File: src/verilog/ucodeCore_params.svh
`ifndef UCODECORE_PARAMS_SVH
`define UCODECORE_PARAMS_SVH

// Register and immediate width
`define DATA_W 8

// Flow index width, the ROM holds up to 1 << FLOW_W words
`define FLOW_W 6
`define ROM_DEPTH (1 << `FLOW_W)

// Micro-op word: sequence bit, 4-bit operation, source bit
`define UOP_W 6

// Decoded flows waiting between decoder and engine
`define QUEUE_DEPTH 4

`endif

File: src/verilog/isaPkg.sv
`include "ucodeCore_params.svh"

package isaPkg;

	// Raw opcode byte as fetched
	typedef logic [7:0] opcode_t;

	// Register contents and immediates
	typedef logic [`DATA_W-1:0] data_t;

	// Entry address into the micro-op ROM
	typedef logic [`FLOW_W-1:0] flowIdx_t;

	// Z, N, C packed high to low
	typedef logic [2:0] flags_t;

	// Register field of the opcode, 3'b110 selects (HL) and is not kept
	typedef enum logic [2:0] {
		idxB = 3'd0,
		idxC = 3'd1,
		idxD = 3'd2,
		idxE = 3'd3,
		idxH = 3'd4,
		idxL = 3'd5,
		idxA = 3'd7
	} regIdx_t;

	// Bit positions inside flags_t
	localparam int flagZ = 2;
	localparam int flagN = 1;
	localparam int flagC = 0;

endpackage

File: src/verilog/uopPkg.sv
`include "ucodeCore_params.svh"

package uopPkg;

	typedef enum logic {seqNext, seqEnd} uopSeq_t;

	typedef enum logic [3:0] {
		opNop, opLoadX, opLoadImm, opAddX, opAdcX, opSubX,
		opSbcX, opStoreX, opIncR, opDecR, opCmpX
	} uopOp_t;

	// Register operand of the flow, or the accumulator
	typedef enum logic {srcOpnd, srcAcc} uopSrc_t;

	typedef logic [`UOP_W-1:0] uopWord_t;

	// Field positions in uopWord_t
	localparam int seqBit = 5;
	localparam int opMsb = 4;
	localparam int opLsb = 1;
	localparam int srcBit = 0;

	// Flow entry points in the ROM
	localparam isaPkg::flowIdx_t flowNop = `FLOW_W'(0);
	localparam isaPkg::flowIdx_t flowLd = `FLOW_W'(1);
	localparam isaPkg::flowIdx_t flowInc = `FLOW_W'(3);
	localparam isaPkg::flowIdx_t flowDec = `FLOW_W'(5);
	localparam isaPkg::flowIdx_t flowAdd = `FLOW_W'(7);
	localparam isaPkg::flowIdx_t flowAdc = `FLOW_W'(10);
	localparam isaPkg::flowIdx_t flowSub = `FLOW_W'(13);
	localparam isaPkg::flowIdx_t flowSbc = `FLOW_W'(16);
	localparam isaPkg::flowIdx_t flowCp = `FLOW_W'(19);

endpackage

File: src/verilog/flowIf.sv
`timescale 1ns/1ps

// Decoded flow handshake, payload held while valid waits for ready
interface flowIf import isaPkg::*; ();

	logic valid;
	logic ready;
	flowIdx_t flowIdx;
	regIdx_t regSel;
	data_t imm;
	opcode_t opcode;

	modport source (
		output valid, flowIdx, regSel, imm, opcode,
		input ready
	);

	modport sink (
		input valid, flowIdx, regSel, imm, opcode,
		output ready
	);

endinterface

File: src/verilog/opcodeDecoder.sv
`timescale 1ns/1ps

module opcodeDecoder
	import isaPkg::*;
	import uopPkg::*;
(
	input  logic    clk,
	input  logic    rst,
	input  logic    opValid,
	input  opcode_t opCode,
	input  data_t   opImm,
	output logic    opReady,
	flowIf.source   decFlow
);

	flowIdx_t flowSel;
	regIdx_t regSel;
	regIdx_t dstField;
	regIdx_t srcField;
	logic dstIsMem;
	logic srcIsMem;
	logic accept;
	logic holdNext;

	assign dstField = regIdx_t'(opCode[5:3]);
	assign srcField = regIdx_t'(opCode[2:0]);
	assign dstIsMem = (opCode[5:3] == 3'b110);
	assign srcIsMem = (opCode[2:0] == 3'b110);
	assign accept = opValid && opReady;

	// Entry stays until the queue takes it
	assign holdNext = accept || (decFlow.valid && !decFlow.ready);

	//////////////////////////////////////////////////////////////////////
	// Opcode to flow lookup, anything not kept runs the NOP flow
	//////////////////////////////////////////////////////////////////////
	always_comb
	begin
		flowSel = flowNop;
		regSel = idxA;
		casez (opCode)
			8'b00???110:
			begin
				if (!dstIsMem)
				begin
					flowSel = flowLd;
					regSel = dstField;
				end
			end
			8'b00???100:
			begin
				if (!dstIsMem)
				begin
					flowSel = flowInc;
					regSel = dstField;
				end
			end
			8'b00???101:
			begin
				if (!dstIsMem)
				begin
					flowSel = flowDec;
					regSel = dstField;
				end
			end
			8'b10000???:
			begin
				if (!srcIsMem)
				begin
					flowSel = flowAdd;
					regSel = srcField;
				end
			end
			8'b10001???:
			begin
				if (!srcIsMem)
				begin
					flowSel = flowAdc;
					regSel = srcField;
				end
			end
			8'b10010???:
			begin
				if (!srcIsMem)
				begin
					flowSel = flowSub;
					regSel = srcField;
				end
			end
			8'b10011???:
			begin
				if (!srcIsMem)
				begin
					flowSel = flowSbc;
					regSel = srcField;
				end
			end
			8'b10111???:
			begin
				if (!srcIsMem)
				begin
					flowSel = flowCp;
					regSel = srcField;
				end
			end
			default:
			begin
				flowSel = flowNop;
			end
		endcase
	end

	always_ff @(posedge clk)
	begin
		if (rst)
		begin
			decFlow.valid <= 1'b0;
			opReady <= 1'b0;
		end
		else
		begin
			decFlow.valid <= holdNext;
			opReady <= !holdNext;
		end
	end

	// Output entry, loaded only when empty
	always_ff @(posedge clk)
	begin
		if (accept)
		begin
			decFlow.flowIdx <= flowSel;
			decFlow.regSel <= regSel;
			decFlow.imm <= opImm;
			decFlow.opcode <= opCode;
		end
	end

endmodule

File: src/verilog/flowQueue.sv
`timescale 1ns/1ps
`include "ucodeCore_params.svh"

module flowQueue
	import isaPkg::*;
(
	input  logic clk,
	input  logic rst,
	flowIf.sink  decFlow,
	flowIf.source execFlow
);

	localparam int ptrW = (`QUEUE_DEPTH > 1) ? $clog2(`QUEUE_DEPTH) : 1;
	localparam int cntW = $clog2(`QUEUE_DEPTH + 1);
	localparam logic [cntW-1:0] fullCount = cntW'(`QUEUE_DEPTH);
	localparam logic [ptrW-1:0] lastSlot = ptrW'(`QUEUE_DEPTH - 1);

	flowIdx_t flowMem [`QUEUE_DEPTH];
	regIdx_t regMem [`QUEUE_DEPTH];
	data_t immMem [`QUEUE_DEPTH];
	opcode_t opMem [`QUEUE_DEPTH];

	logic [ptrW-1:0] wrPtr;
	logic [ptrW-1:0] rdPtr;
	logic [cntW-1:0] count;
	logic push;
	logic pop;

	assign decFlow.ready = (count != fullCount);
	assign execFlow.valid = (count != '0);
	assign push = decFlow.valid && decFlow.ready;
	assign pop = execFlow.valid && execFlow.ready;

	// Head entry
	assign execFlow.flowIdx = flowMem[rdPtr];
	assign execFlow.regSel = regMem[rdPtr];
	assign execFlow.imm = immMem[rdPtr];
	assign execFlow.opcode = opMem[rdPtr];

	always_ff @(posedge clk)
	begin
		if (rst)
		begin
			wrPtr <= '0;
			rdPtr <= '0;
			count <= '0;
		end
		else
		begin
			if (push)
				wrPtr <= (wrPtr == lastSlot) ? '0 : wrPtr + 1'b1;
			if (pop)
				rdPtr <= (rdPtr == lastSlot) ? '0 : rdPtr + 1'b1;
			case ({push, pop})
				2'b10: count <= count + 1'b1;
				2'b01: count <= count - 1'b1;
				default: count <= count;
			endcase
		end
	end

	always_ff @(posedge clk)
	begin
		if (push)
		begin
			flowMem[wrPtr] <= decFlow.flowIdx;
			regMem[wrPtr] <= decFlow.regSel;
			immMem[wrPtr] <= decFlow.imm;
			opMem[wrPtr] <= decFlow.opcode;
		end
	end

endmodule

File: src/verilog/uopRom.sv
`timescale 1ns/1ps

module uopRom
	import isaPkg::*;
	import uopPkg::*;
(
	input  flowIdx_t addr,
	output uopWord_t word
);

	//////////////////////////////////////////////////////////////////////
	// Micro-op flows, one word per cycle
	// Word layout is {sequence, operation, source}
	//////////////////////////////////////////////////////////////////////
	always_comb
	begin
		case (addr)
			// NOP and every opcode not kept
			flowNop:        word = {seqEnd,  opNop,     srcOpnd};

			// LD r,n
			flowLd:         word = {seqNext, opLoadImm, srcOpnd};
			flowLd + 1'b1:  word = {seqEnd,  opStoreX,  srcOpnd};

			// INC r, result written back on the last word
			flowInc:        word = {seqNext, opIncR,    srcOpnd};
			flowInc + 1'b1: word = {seqEnd,  opStoreX,  srcOpnd};

			// DEC r
			flowDec:        word = {seqNext, opDecR,    srcOpnd};
			flowDec + 1'b1: word = {seqEnd,  opStoreX,  srcOpnd};

			// ADD A,r
			flowAdd:        word = {seqNext, opLoadX,   srcAcc};
			flowAdd + 1'b1: word = {seqNext, opAddX,    srcOpnd};
			flowAdd + 2'd2: word = {seqEnd,  opStoreX,  srcAcc};

			// ADC A,r
			flowAdc:        word = {seqNext, opLoadX,   srcAcc};
			flowAdc + 1'b1: word = {seqNext, opAdcX,    srcOpnd};
			flowAdc + 2'd2: word = {seqEnd,  opStoreX,  srcAcc};

			// SUB A,r
			flowSub:        word = {seqNext, opLoadX,   srcAcc};
			flowSub + 1'b1: word = {seqNext, opSubX,    srcOpnd};
			flowSub + 2'd2: word = {seqEnd,  opStoreX,  srcAcc};

			// SBC A,r
			flowSbc:        word = {seqNext, opLoadX,   srcAcc};
			flowSbc + 1'b1: word = {seqNext, opSbcX,    srcOpnd};
			flowSbc + 2'd2: word = {seqEnd,  opStoreX,  srcAcc};

			// CP r, flags only
			flowCp:         word = {seqNext, opLoadX,   srcAcc};
			flowCp + 1'b1:  word = {seqNext, opCmpX,    srcOpnd};
			flowCp + 2'd2:  word = {seqEnd,  opNop,     srcOpnd};

			// Unused words end the flow
			default:        word = {seqEnd,  opNop,     srcOpnd};
		endcase
	end

endmodule

File: src/verilog/uopEngine.sv
`timescale 1ns/1ps
`include "ucodeCore_params.svh"

module uopEngine
	import isaPkg::*;
	import uopPkg::*;
(
	input  logic    clk,
	input  logic    rst,
	flowIf.sink     execFlow,
	output logic    retireValid,
	output opcode_t retireOpcode,
	output data_t   regA,
	output flags_t  flags
);

	typedef enum logic {stIdle, stRun} engState_t;

	localparam logic [`DATA_W:0] wideOne = (`DATA_W + 1)'(1);

	engState_t state;
	flowIdx_t upc;
	regIdx_t curReg;
	data_t curImm;
	opcode_t curOpcode;
	data_t xReg;
	data_t regFile [8];
	flags_t pendFlags;

	uopWord_t word;
	uopSeq_t seq;
	uopOp_t op;
	uopSrc_t src;
	regIdx_t srcIdx;
	data_t operand;
	logic carryIn;
	logic running;
	logic [`DATA_W:0] aluWide;
	data_t aluRes;
	flags_t flagsNext;

	uopRom rom (
		.addr(upc),
		.word(word)
	);

	// Word fields
	assign seq = uopSeq_t'(word[seqBit]);
	assign op = uopOp_t'(word[opMsb:opLsb]);
	assign src = uopSrc_t'(word[srcBit]);

	assign srcIdx = (src == srcAcc) ? idxA : curReg;
	assign operand = regFile[srcIdx];
	assign carryIn = pendFlags[flagC];
	assign running = (state == stRun);
	assign execFlow.ready = (state == stIdle);
	assign regA = regFile[idxA];

	//////////////////////////////////////////////////////////////////////
	// ALU, bit DATA_W is carry out or borrow
	//////////////////////////////////////////////////////////////////////
	always_comb
	begin
		case (op)
			opAddX: aluWide = {1'b0, xReg} + {1'b0, operand};
			opAdcX: aluWide = {1'b0, xReg} + {1'b0, operand} + {{`DATA_W{1'b0}}, carryIn};
			opSubX, opCmpX: aluWide = {1'b0, xReg} - {1'b0, operand};
			opSbcX: aluWide = {1'b0, xReg} - {1'b0, operand} - {{`DATA_W{1'b0}}, carryIn};
			opIncR: aluWide = {1'b0, operand} + wideOne;
			opDecR: aluWide = {1'b0, operand} - wideOne;
			default: aluWide = {1'b0, operand};
		endcase
	end

	assign aluRes = aluWide[`DATA_W-1:0];

	// INC and DEC keep C
	always_comb
	begin
		flagsNext = pendFlags;
		case (op)
			opAddX, opAdcX, opSubX, opSbcX, opCmpX:
			begin
				flagsNext[flagZ] = (aluRes == '0);
				flagsNext[flagN] = (op != opAddX) && (op != opAdcX);
				flagsNext[flagC] = aluWide[`DATA_W];
			end
			opIncR, opDecR:
			begin
				flagsNext[flagZ] = (aluRes == '0);
				flagsNext[flagN] = (op == opDecR);
			end
			default:
			begin
				flagsNext = pendFlags;
			end
		endcase
	end

	//////////////////////////////////////////////////////////////////////
	// Sequencer and architectural state
	//////////////////////////////////////////////////////////////////////
	always_ff @(posedge clk)
	begin
		if (rst)
		begin
			state <= stIdle;
			upc <= '0;
			pendFlags <= '0;
			flags <= '0;
			retireValid <= 1'b0;
			for (int i = 0; i < 8; i++)
				regFile[i] <= '0;
		end
		else
		begin
			retireValid <= running && (seq == seqEnd);
			if (!running)
			begin
				if (execFlow.valid)
				begin
					state <= stRun;
					upc <= execFlow.flowIdx;
					pendFlags <= flags;
				end
			end
			else
			begin
				upc <= upc + 1'b1;
				pendFlags <= flagsNext;
				if (op == opStoreX)
					regFile[srcIdx] <= xReg;
				// Flags become visible with the end of the flow
				if (seq == seqEnd)
				begin
					state <= stIdle;
					flags <= flagsNext;
				end
			end
		end
	end

	always_ff @(posedge clk)
	begin
		if (execFlow.valid && execFlow.ready)
		begin
			curReg <= execFlow.regSel;
			curImm <= execFlow.imm;
			curOpcode <= execFlow.opcode;
		end
		if (running)
		begin
			case (op)
				opLoadX: xReg <= operand;
				opLoadImm: xReg <= curImm;
				opAddX, opAdcX, opSubX, opSbcX, opIncR, opDecR: xReg <= aluRes;
				default: xReg <= xReg;
			endcase
			if (seq == seqEnd)
				retireOpcode <= curOpcode;
		end
	end

endmodule

File: src/verilog/ucodeCore.sv
`timescale 1ns/1ps

module ucodeCore
	import isaPkg::*;
(
	input  logic    clk,
	input  logic    rst,
	input  logic    opValid,
	input  opcode_t opCode,
	input  data_t   opImm,
	output logic    opReady,
	output logic    retireValid,
	output opcode_t retireOpcode,
	output data_t   regA,
	output flags_t  flags
);

	// Decoder to queue, queue to engine
	flowIf decFlow ();
	flowIf execFlow ();

	opcodeDecoder decoder (
		.clk(clk),
		.rst(rst),
		.opValid(opValid),
		.opCode(opCode),
		.opImm(opImm),
		.opReady(opReady),
		.decFlow(decFlow)
	);

	flowQueue queue (
		.clk(clk),
		.rst(rst),
		.decFlow(decFlow),
		.execFlow(execFlow)
	);

	uopEngine engine (
		.clk(clk),
		.rst(rst),
		.execFlow(execFlow),
		.retireValid(retireValid),
		.retireOpcode(retireOpcode),
		.regA(regA),
		.flags(flags)
	);

endmodule

File: config.mk
export PLATFORM = sky130hd
export DESIGN_NAME = ucodeCore
export DESIGN_NICKNAME = d
export VERILOG_FILES = /design/src/verilog/isaPkg.sv /design/src/verilog/uopPkg.sv /design/src/verilog/flowIf.sv /design/src/verilog/opcodeDecoder.sv /design/src/verilog/flowQueue.sv /design/src/verilog/uopRom.sv /design/src/verilog/uopEngine.sv /design/src/verilog/ucodeCore.sv
export VERILOG_INCLUDE_DIRS = /design/src /design/src/verilog
export SDC_FILE = /design/constraint.sdc
export NUM_CORES = 1
export LEC_CHECK = 0
export BUFFER_PORTS_ARGS = -buffer_cell sky130_fd_sc_hd__buf_2
export CAP_MARGIN = 20
export CORE_UTILIZATION = 45
export DETAILED_ROUTE_END_ITERATION = 6
export SYNTH_ARGS = -nofsm -noshare
export SYNTH_HDL_FRONTEND = slang
export SYNTH_SLANG_ARGS = --single-unit
File: constraint.sdc
create_clock -name clk -period 5.7 [get_ports clk]
set_input_delay 0.855 -clock clk [delete_from_list [all_inputs] [get_ports clk]]
set_output_delay 0.855 -clock clk [all_outputs]
set_load 0.02 [all_outputs]
==> impl_metrics.toml <==
[yosys]
ys_seq_area_share_pct = 59.2
netlist_top_cells_area = "edfxtp_1 (54%), dfxtp_1 (5.1%), mux4_2 (4.4%)"
synth_most_common_cell = "edfxtp_1"
yosys_warnings = 0
avgSynthCellArea_sq_um = 12.7
yosysUniqueCellTypes = 89
synthTopCellsByCount = "edfxtp_1 (219), nor2_1 (63), nand2_1 (60)"
ys_ff_latch = 250
syn_area_sq_um = 12200
yosys.area.top_type_share_pct = 54.1
synth_top_flop_cell = "edfxtp_1"
synthCells = 956
syn-num-nets = 1020
synth_edf_count = 219
synthArstFlopShare_pct = 0
yosys.area.top_type = "edfxtp_1"

[drt]
drt_iter0_drc = 787
drc = 2
wl_met3_mm = 1.09
top_layer = "met4"
final_antenna_net_count = 0
dr.pass1.iters = 7
num_vias = 7866
wl_mm = 28.4
wl_met1_mm = 13.0
wl_met2_mm = 13.6
via_per_inst = 5.77
wl_per_cell_um = 20.8

[layout]
nets = 1071
drive_gt1_share_pct = 17.0
syn_to_final_growth_pct = 12.9
antenna_cells = 0
fin_area_sq_um = 13700
regArea_sq_um = 7200
fin_util_pct = 52.3
fillers = 2258
multi_input_area_sq_um = 4670

[grt]
grt_pass1_wl_mm = 44.2
antenna_found_initial = 0
grt_max_degree = 29
grt_use_total_pct = 20.7
grt-ovfl-total = 0
grt_pass1_vias = 7642

[power]
power.density_nw_per_um2 = 576
p_leak_nw = 4.91
ir_drop_mv = 0.278

[clocking]
cts_sinks = 250
path_clk_slew_ns = 0.06
clk_latency_ns = 0.57
clockBufferDepth = 3
root_buffer = "clkbuf_16"
post-cts-setup-buffer-count = 0
hold_buffers = 0
cts_resized = 0
cts_tree = "built"
htree_levels = 1
cts_buffers = 28

[place]
place_hpwl_mm = 19.4
numPortBuffers = 39
gp_congestion = 0.901
place_area_sq_um = 12700
place_ws_ns = 0.694

[timing]
setup_ws_ns = 0.654
slew_headroom_pct = 25.5
setup_viol = 0
period_minus_slack_ns = 5.05
fin_crit_sh_pct = 88.5
hold_violations = 0
fmax_mhz = 198
fin_setup_tns_ns = 0
rsz0062_at_grt = "false"
clock-skew-final_ns = 0.0417
slew_violations = 0
tightest_slew_ns = 1.12

[min_path]
whs_path_depth = 0
min_from = "engine.curOpcode[4]$_DFFE_PP_"
hold_path_class = "flip-flop to flip-flop"
holdPathEnd = "engine.retireOpcode[4]$_DFFE_PP_"

[die]
fp.dieH_um = 166
core_area_sq_um = 26300
initial_core_util_pct = 46.3
io_pins = 40
die_w_um = 166
dieArea_sq_um = 27700
rows = 59

[setup_path]
cpMostUsedCell = "inv_1"
cp_cell_sequence = "nand2b_1 > or3_1 > o22ai_1 > nor2_1 > o221ai_1 > inv_1 > ha_1 > inv_1 > and3_1 > a2111o_1 > a211oi_1 > xor2_1 > a221oi_1 > nand4_1 > a311oi_2"
worstPathRequired_ns = 6.15
max_stage_delay_ns = 0.61
reg2reg_depth = 15
timing.rr.start = "engine.curReg[0]$_DFFE_PP_"
ff2ff_setup_slack_ns = 0.65
endpoint_kind = "flip-flop"
crit_arrival_ns = 5.49
worstPathMaxFanout = 15
start_kind = "flip-flop"
reg2reg_to = "engine.pendFlags[2]$_SDFFE_PP0N_"
crit_slowest_cell = "edfxtp_1"
worst-setup-path-type = "flip-flop to flip-flop"

[outcome]
outcome = "finished with violations"
violations = "design-rule violations"

[job]
cap_violations = 0
-- per-layer routing --
layer / track usage [%] / up-vias
met5: 0 / -
met4: 5.68 / 0
met3: 2.26 / 39
met2: 34.4 / 192
met1: 28.8 / 3891
li1: - / 3744
-- how the worst max path moves through the flow --
| stage | from | endpoint | slack [ns] |
|---|---|---|---|
| finish | engine.curReg[0]$_DFFE_PP_ | engine.pendFlags[2]$_SDFFE_PP0N_ | 0.65 |
| global route | engine.curReg[0]$_DFFE_PP_ | engine.pendFlags[2]$_SDFFE_PP0N_ | 0.17 |
| CTS | engine.curReg[0]$_DFFE_PP_ | engine.pendFlags[2]$_SDFFE_PP0N_ | 0.66 |
| detailed placement | engine.curReg[0]$_DFFE_PP_ | engine.pendFlags[2]$_SDFFE_PP0N_ | 0.69 |
| global placement | engine.curReg[0]$_DFFE_PP_ | engine.pendFlags[2]$_SDFFE_PP0N_ | 0.89 |
| floorplan | engine.curReg[0]$_DFFE_PP_ | engine.xReg[7]$_DFFE_PP_ | 1.41 |
-- layout by cell type, fill, tap and decap left out, types with 5 or more instances in the layout --
cell       count
xnor2_1       17
edfxtp_1     219
nand3_1       18
o211ai_1       7
inv_1         35
nand2_1       60
or2_2          8
mux2_2        11
mux2i_1       12
a31oi_1        8
a221oi_1       5
buf_4         15
or3_1         10
and2_1        56
o221ai_1      10
buf_2         41
a211oi_1       7
dfxtp_1       31
ha_1          41
mux4_2        24
clkbuf_16     28
clkbuf_1       6
a21oi_1       40
a22oi_1        5
o21ai_0       37
nor3_1        35
o22ai_1       14
and3_1        11
xor2_1         7
nor4_1        12
nor2_1        62
nor2b_1        6
nand2b_1      15
-- logic make-up (layout without fill, tap and decap cells) --
family                     after synthesis  after routing  synth area share [%]
adders and majority gates               45             45                  4.88
xor gates and xnor gates                24             24                  1.73
buffers and inverters                   77            150                  2.49
AOI/OAI and AO/OA                      194            194                  11.4
and+or+nand+nor                        319            319                  13.9
DFF                                    250            250                  59.2
muxes                                   47             47                  6.45
-- sequential cells by signal, indices dropped and copies added, names as in the netlist, 5 cells and up, named ones only --
register / flops
queue.opMem: 32
engine.retireOpcode: 8
decoder.decFlow.imm: 8
queue.flowMem: 20
engine.curOpcode: 8
engine.xReg: 8
engine.curImm: 8
engine.upc: 6
queue.regMem: 12
decoder.decFlow.flowIdx: 5
engine.regFile: 64
decoder.decFlow.opcode: 8
queue.immMem: 32
-- worst max-delay path, delay by kind of cell (launching register included) --
family / cells / cell delay, ns
AOI/OAI and AO/OA: 6 / 2.03
and+or+nand+nor: 5 / 1.27
DFF: 1 / 0.61
adders and majority gates: 1 / 0.60
buffers and inverters: 2 / 0.29
xor gates and xnor gates: 1 / 0.13
-- through the flow --
step	hold WS (ns)	power (mW)	instances
after floorplan	0.400	5.13	956
after global placement	0.402	6.08	1308
after detailed placement	0.406	6.04	1308
after CTS	0.418	7.93	1360
after global routing	0.433	8.39	1364
final	0.418	7.91	1364
-- report_power, final --
part           switching, mW  internal (mW)
combinational           2.17           1.35
clock                  0.738           1.10
sequential             0.266           2.28
total                   3.17           4.73
-- area by class of cell --
type / count / share of cell area, %
timing repair buffer: 58 / 2.39
sequential: 250 / 52.4
clock buffer: 38 / 5.67
multi-input combinational: 629 / 34.0
clock inverter: 14 / 1.38
inverter: 40 / 1.09
tap: 335 / 3.05
No activity file was read; power rests on OpenSTA's default activity.
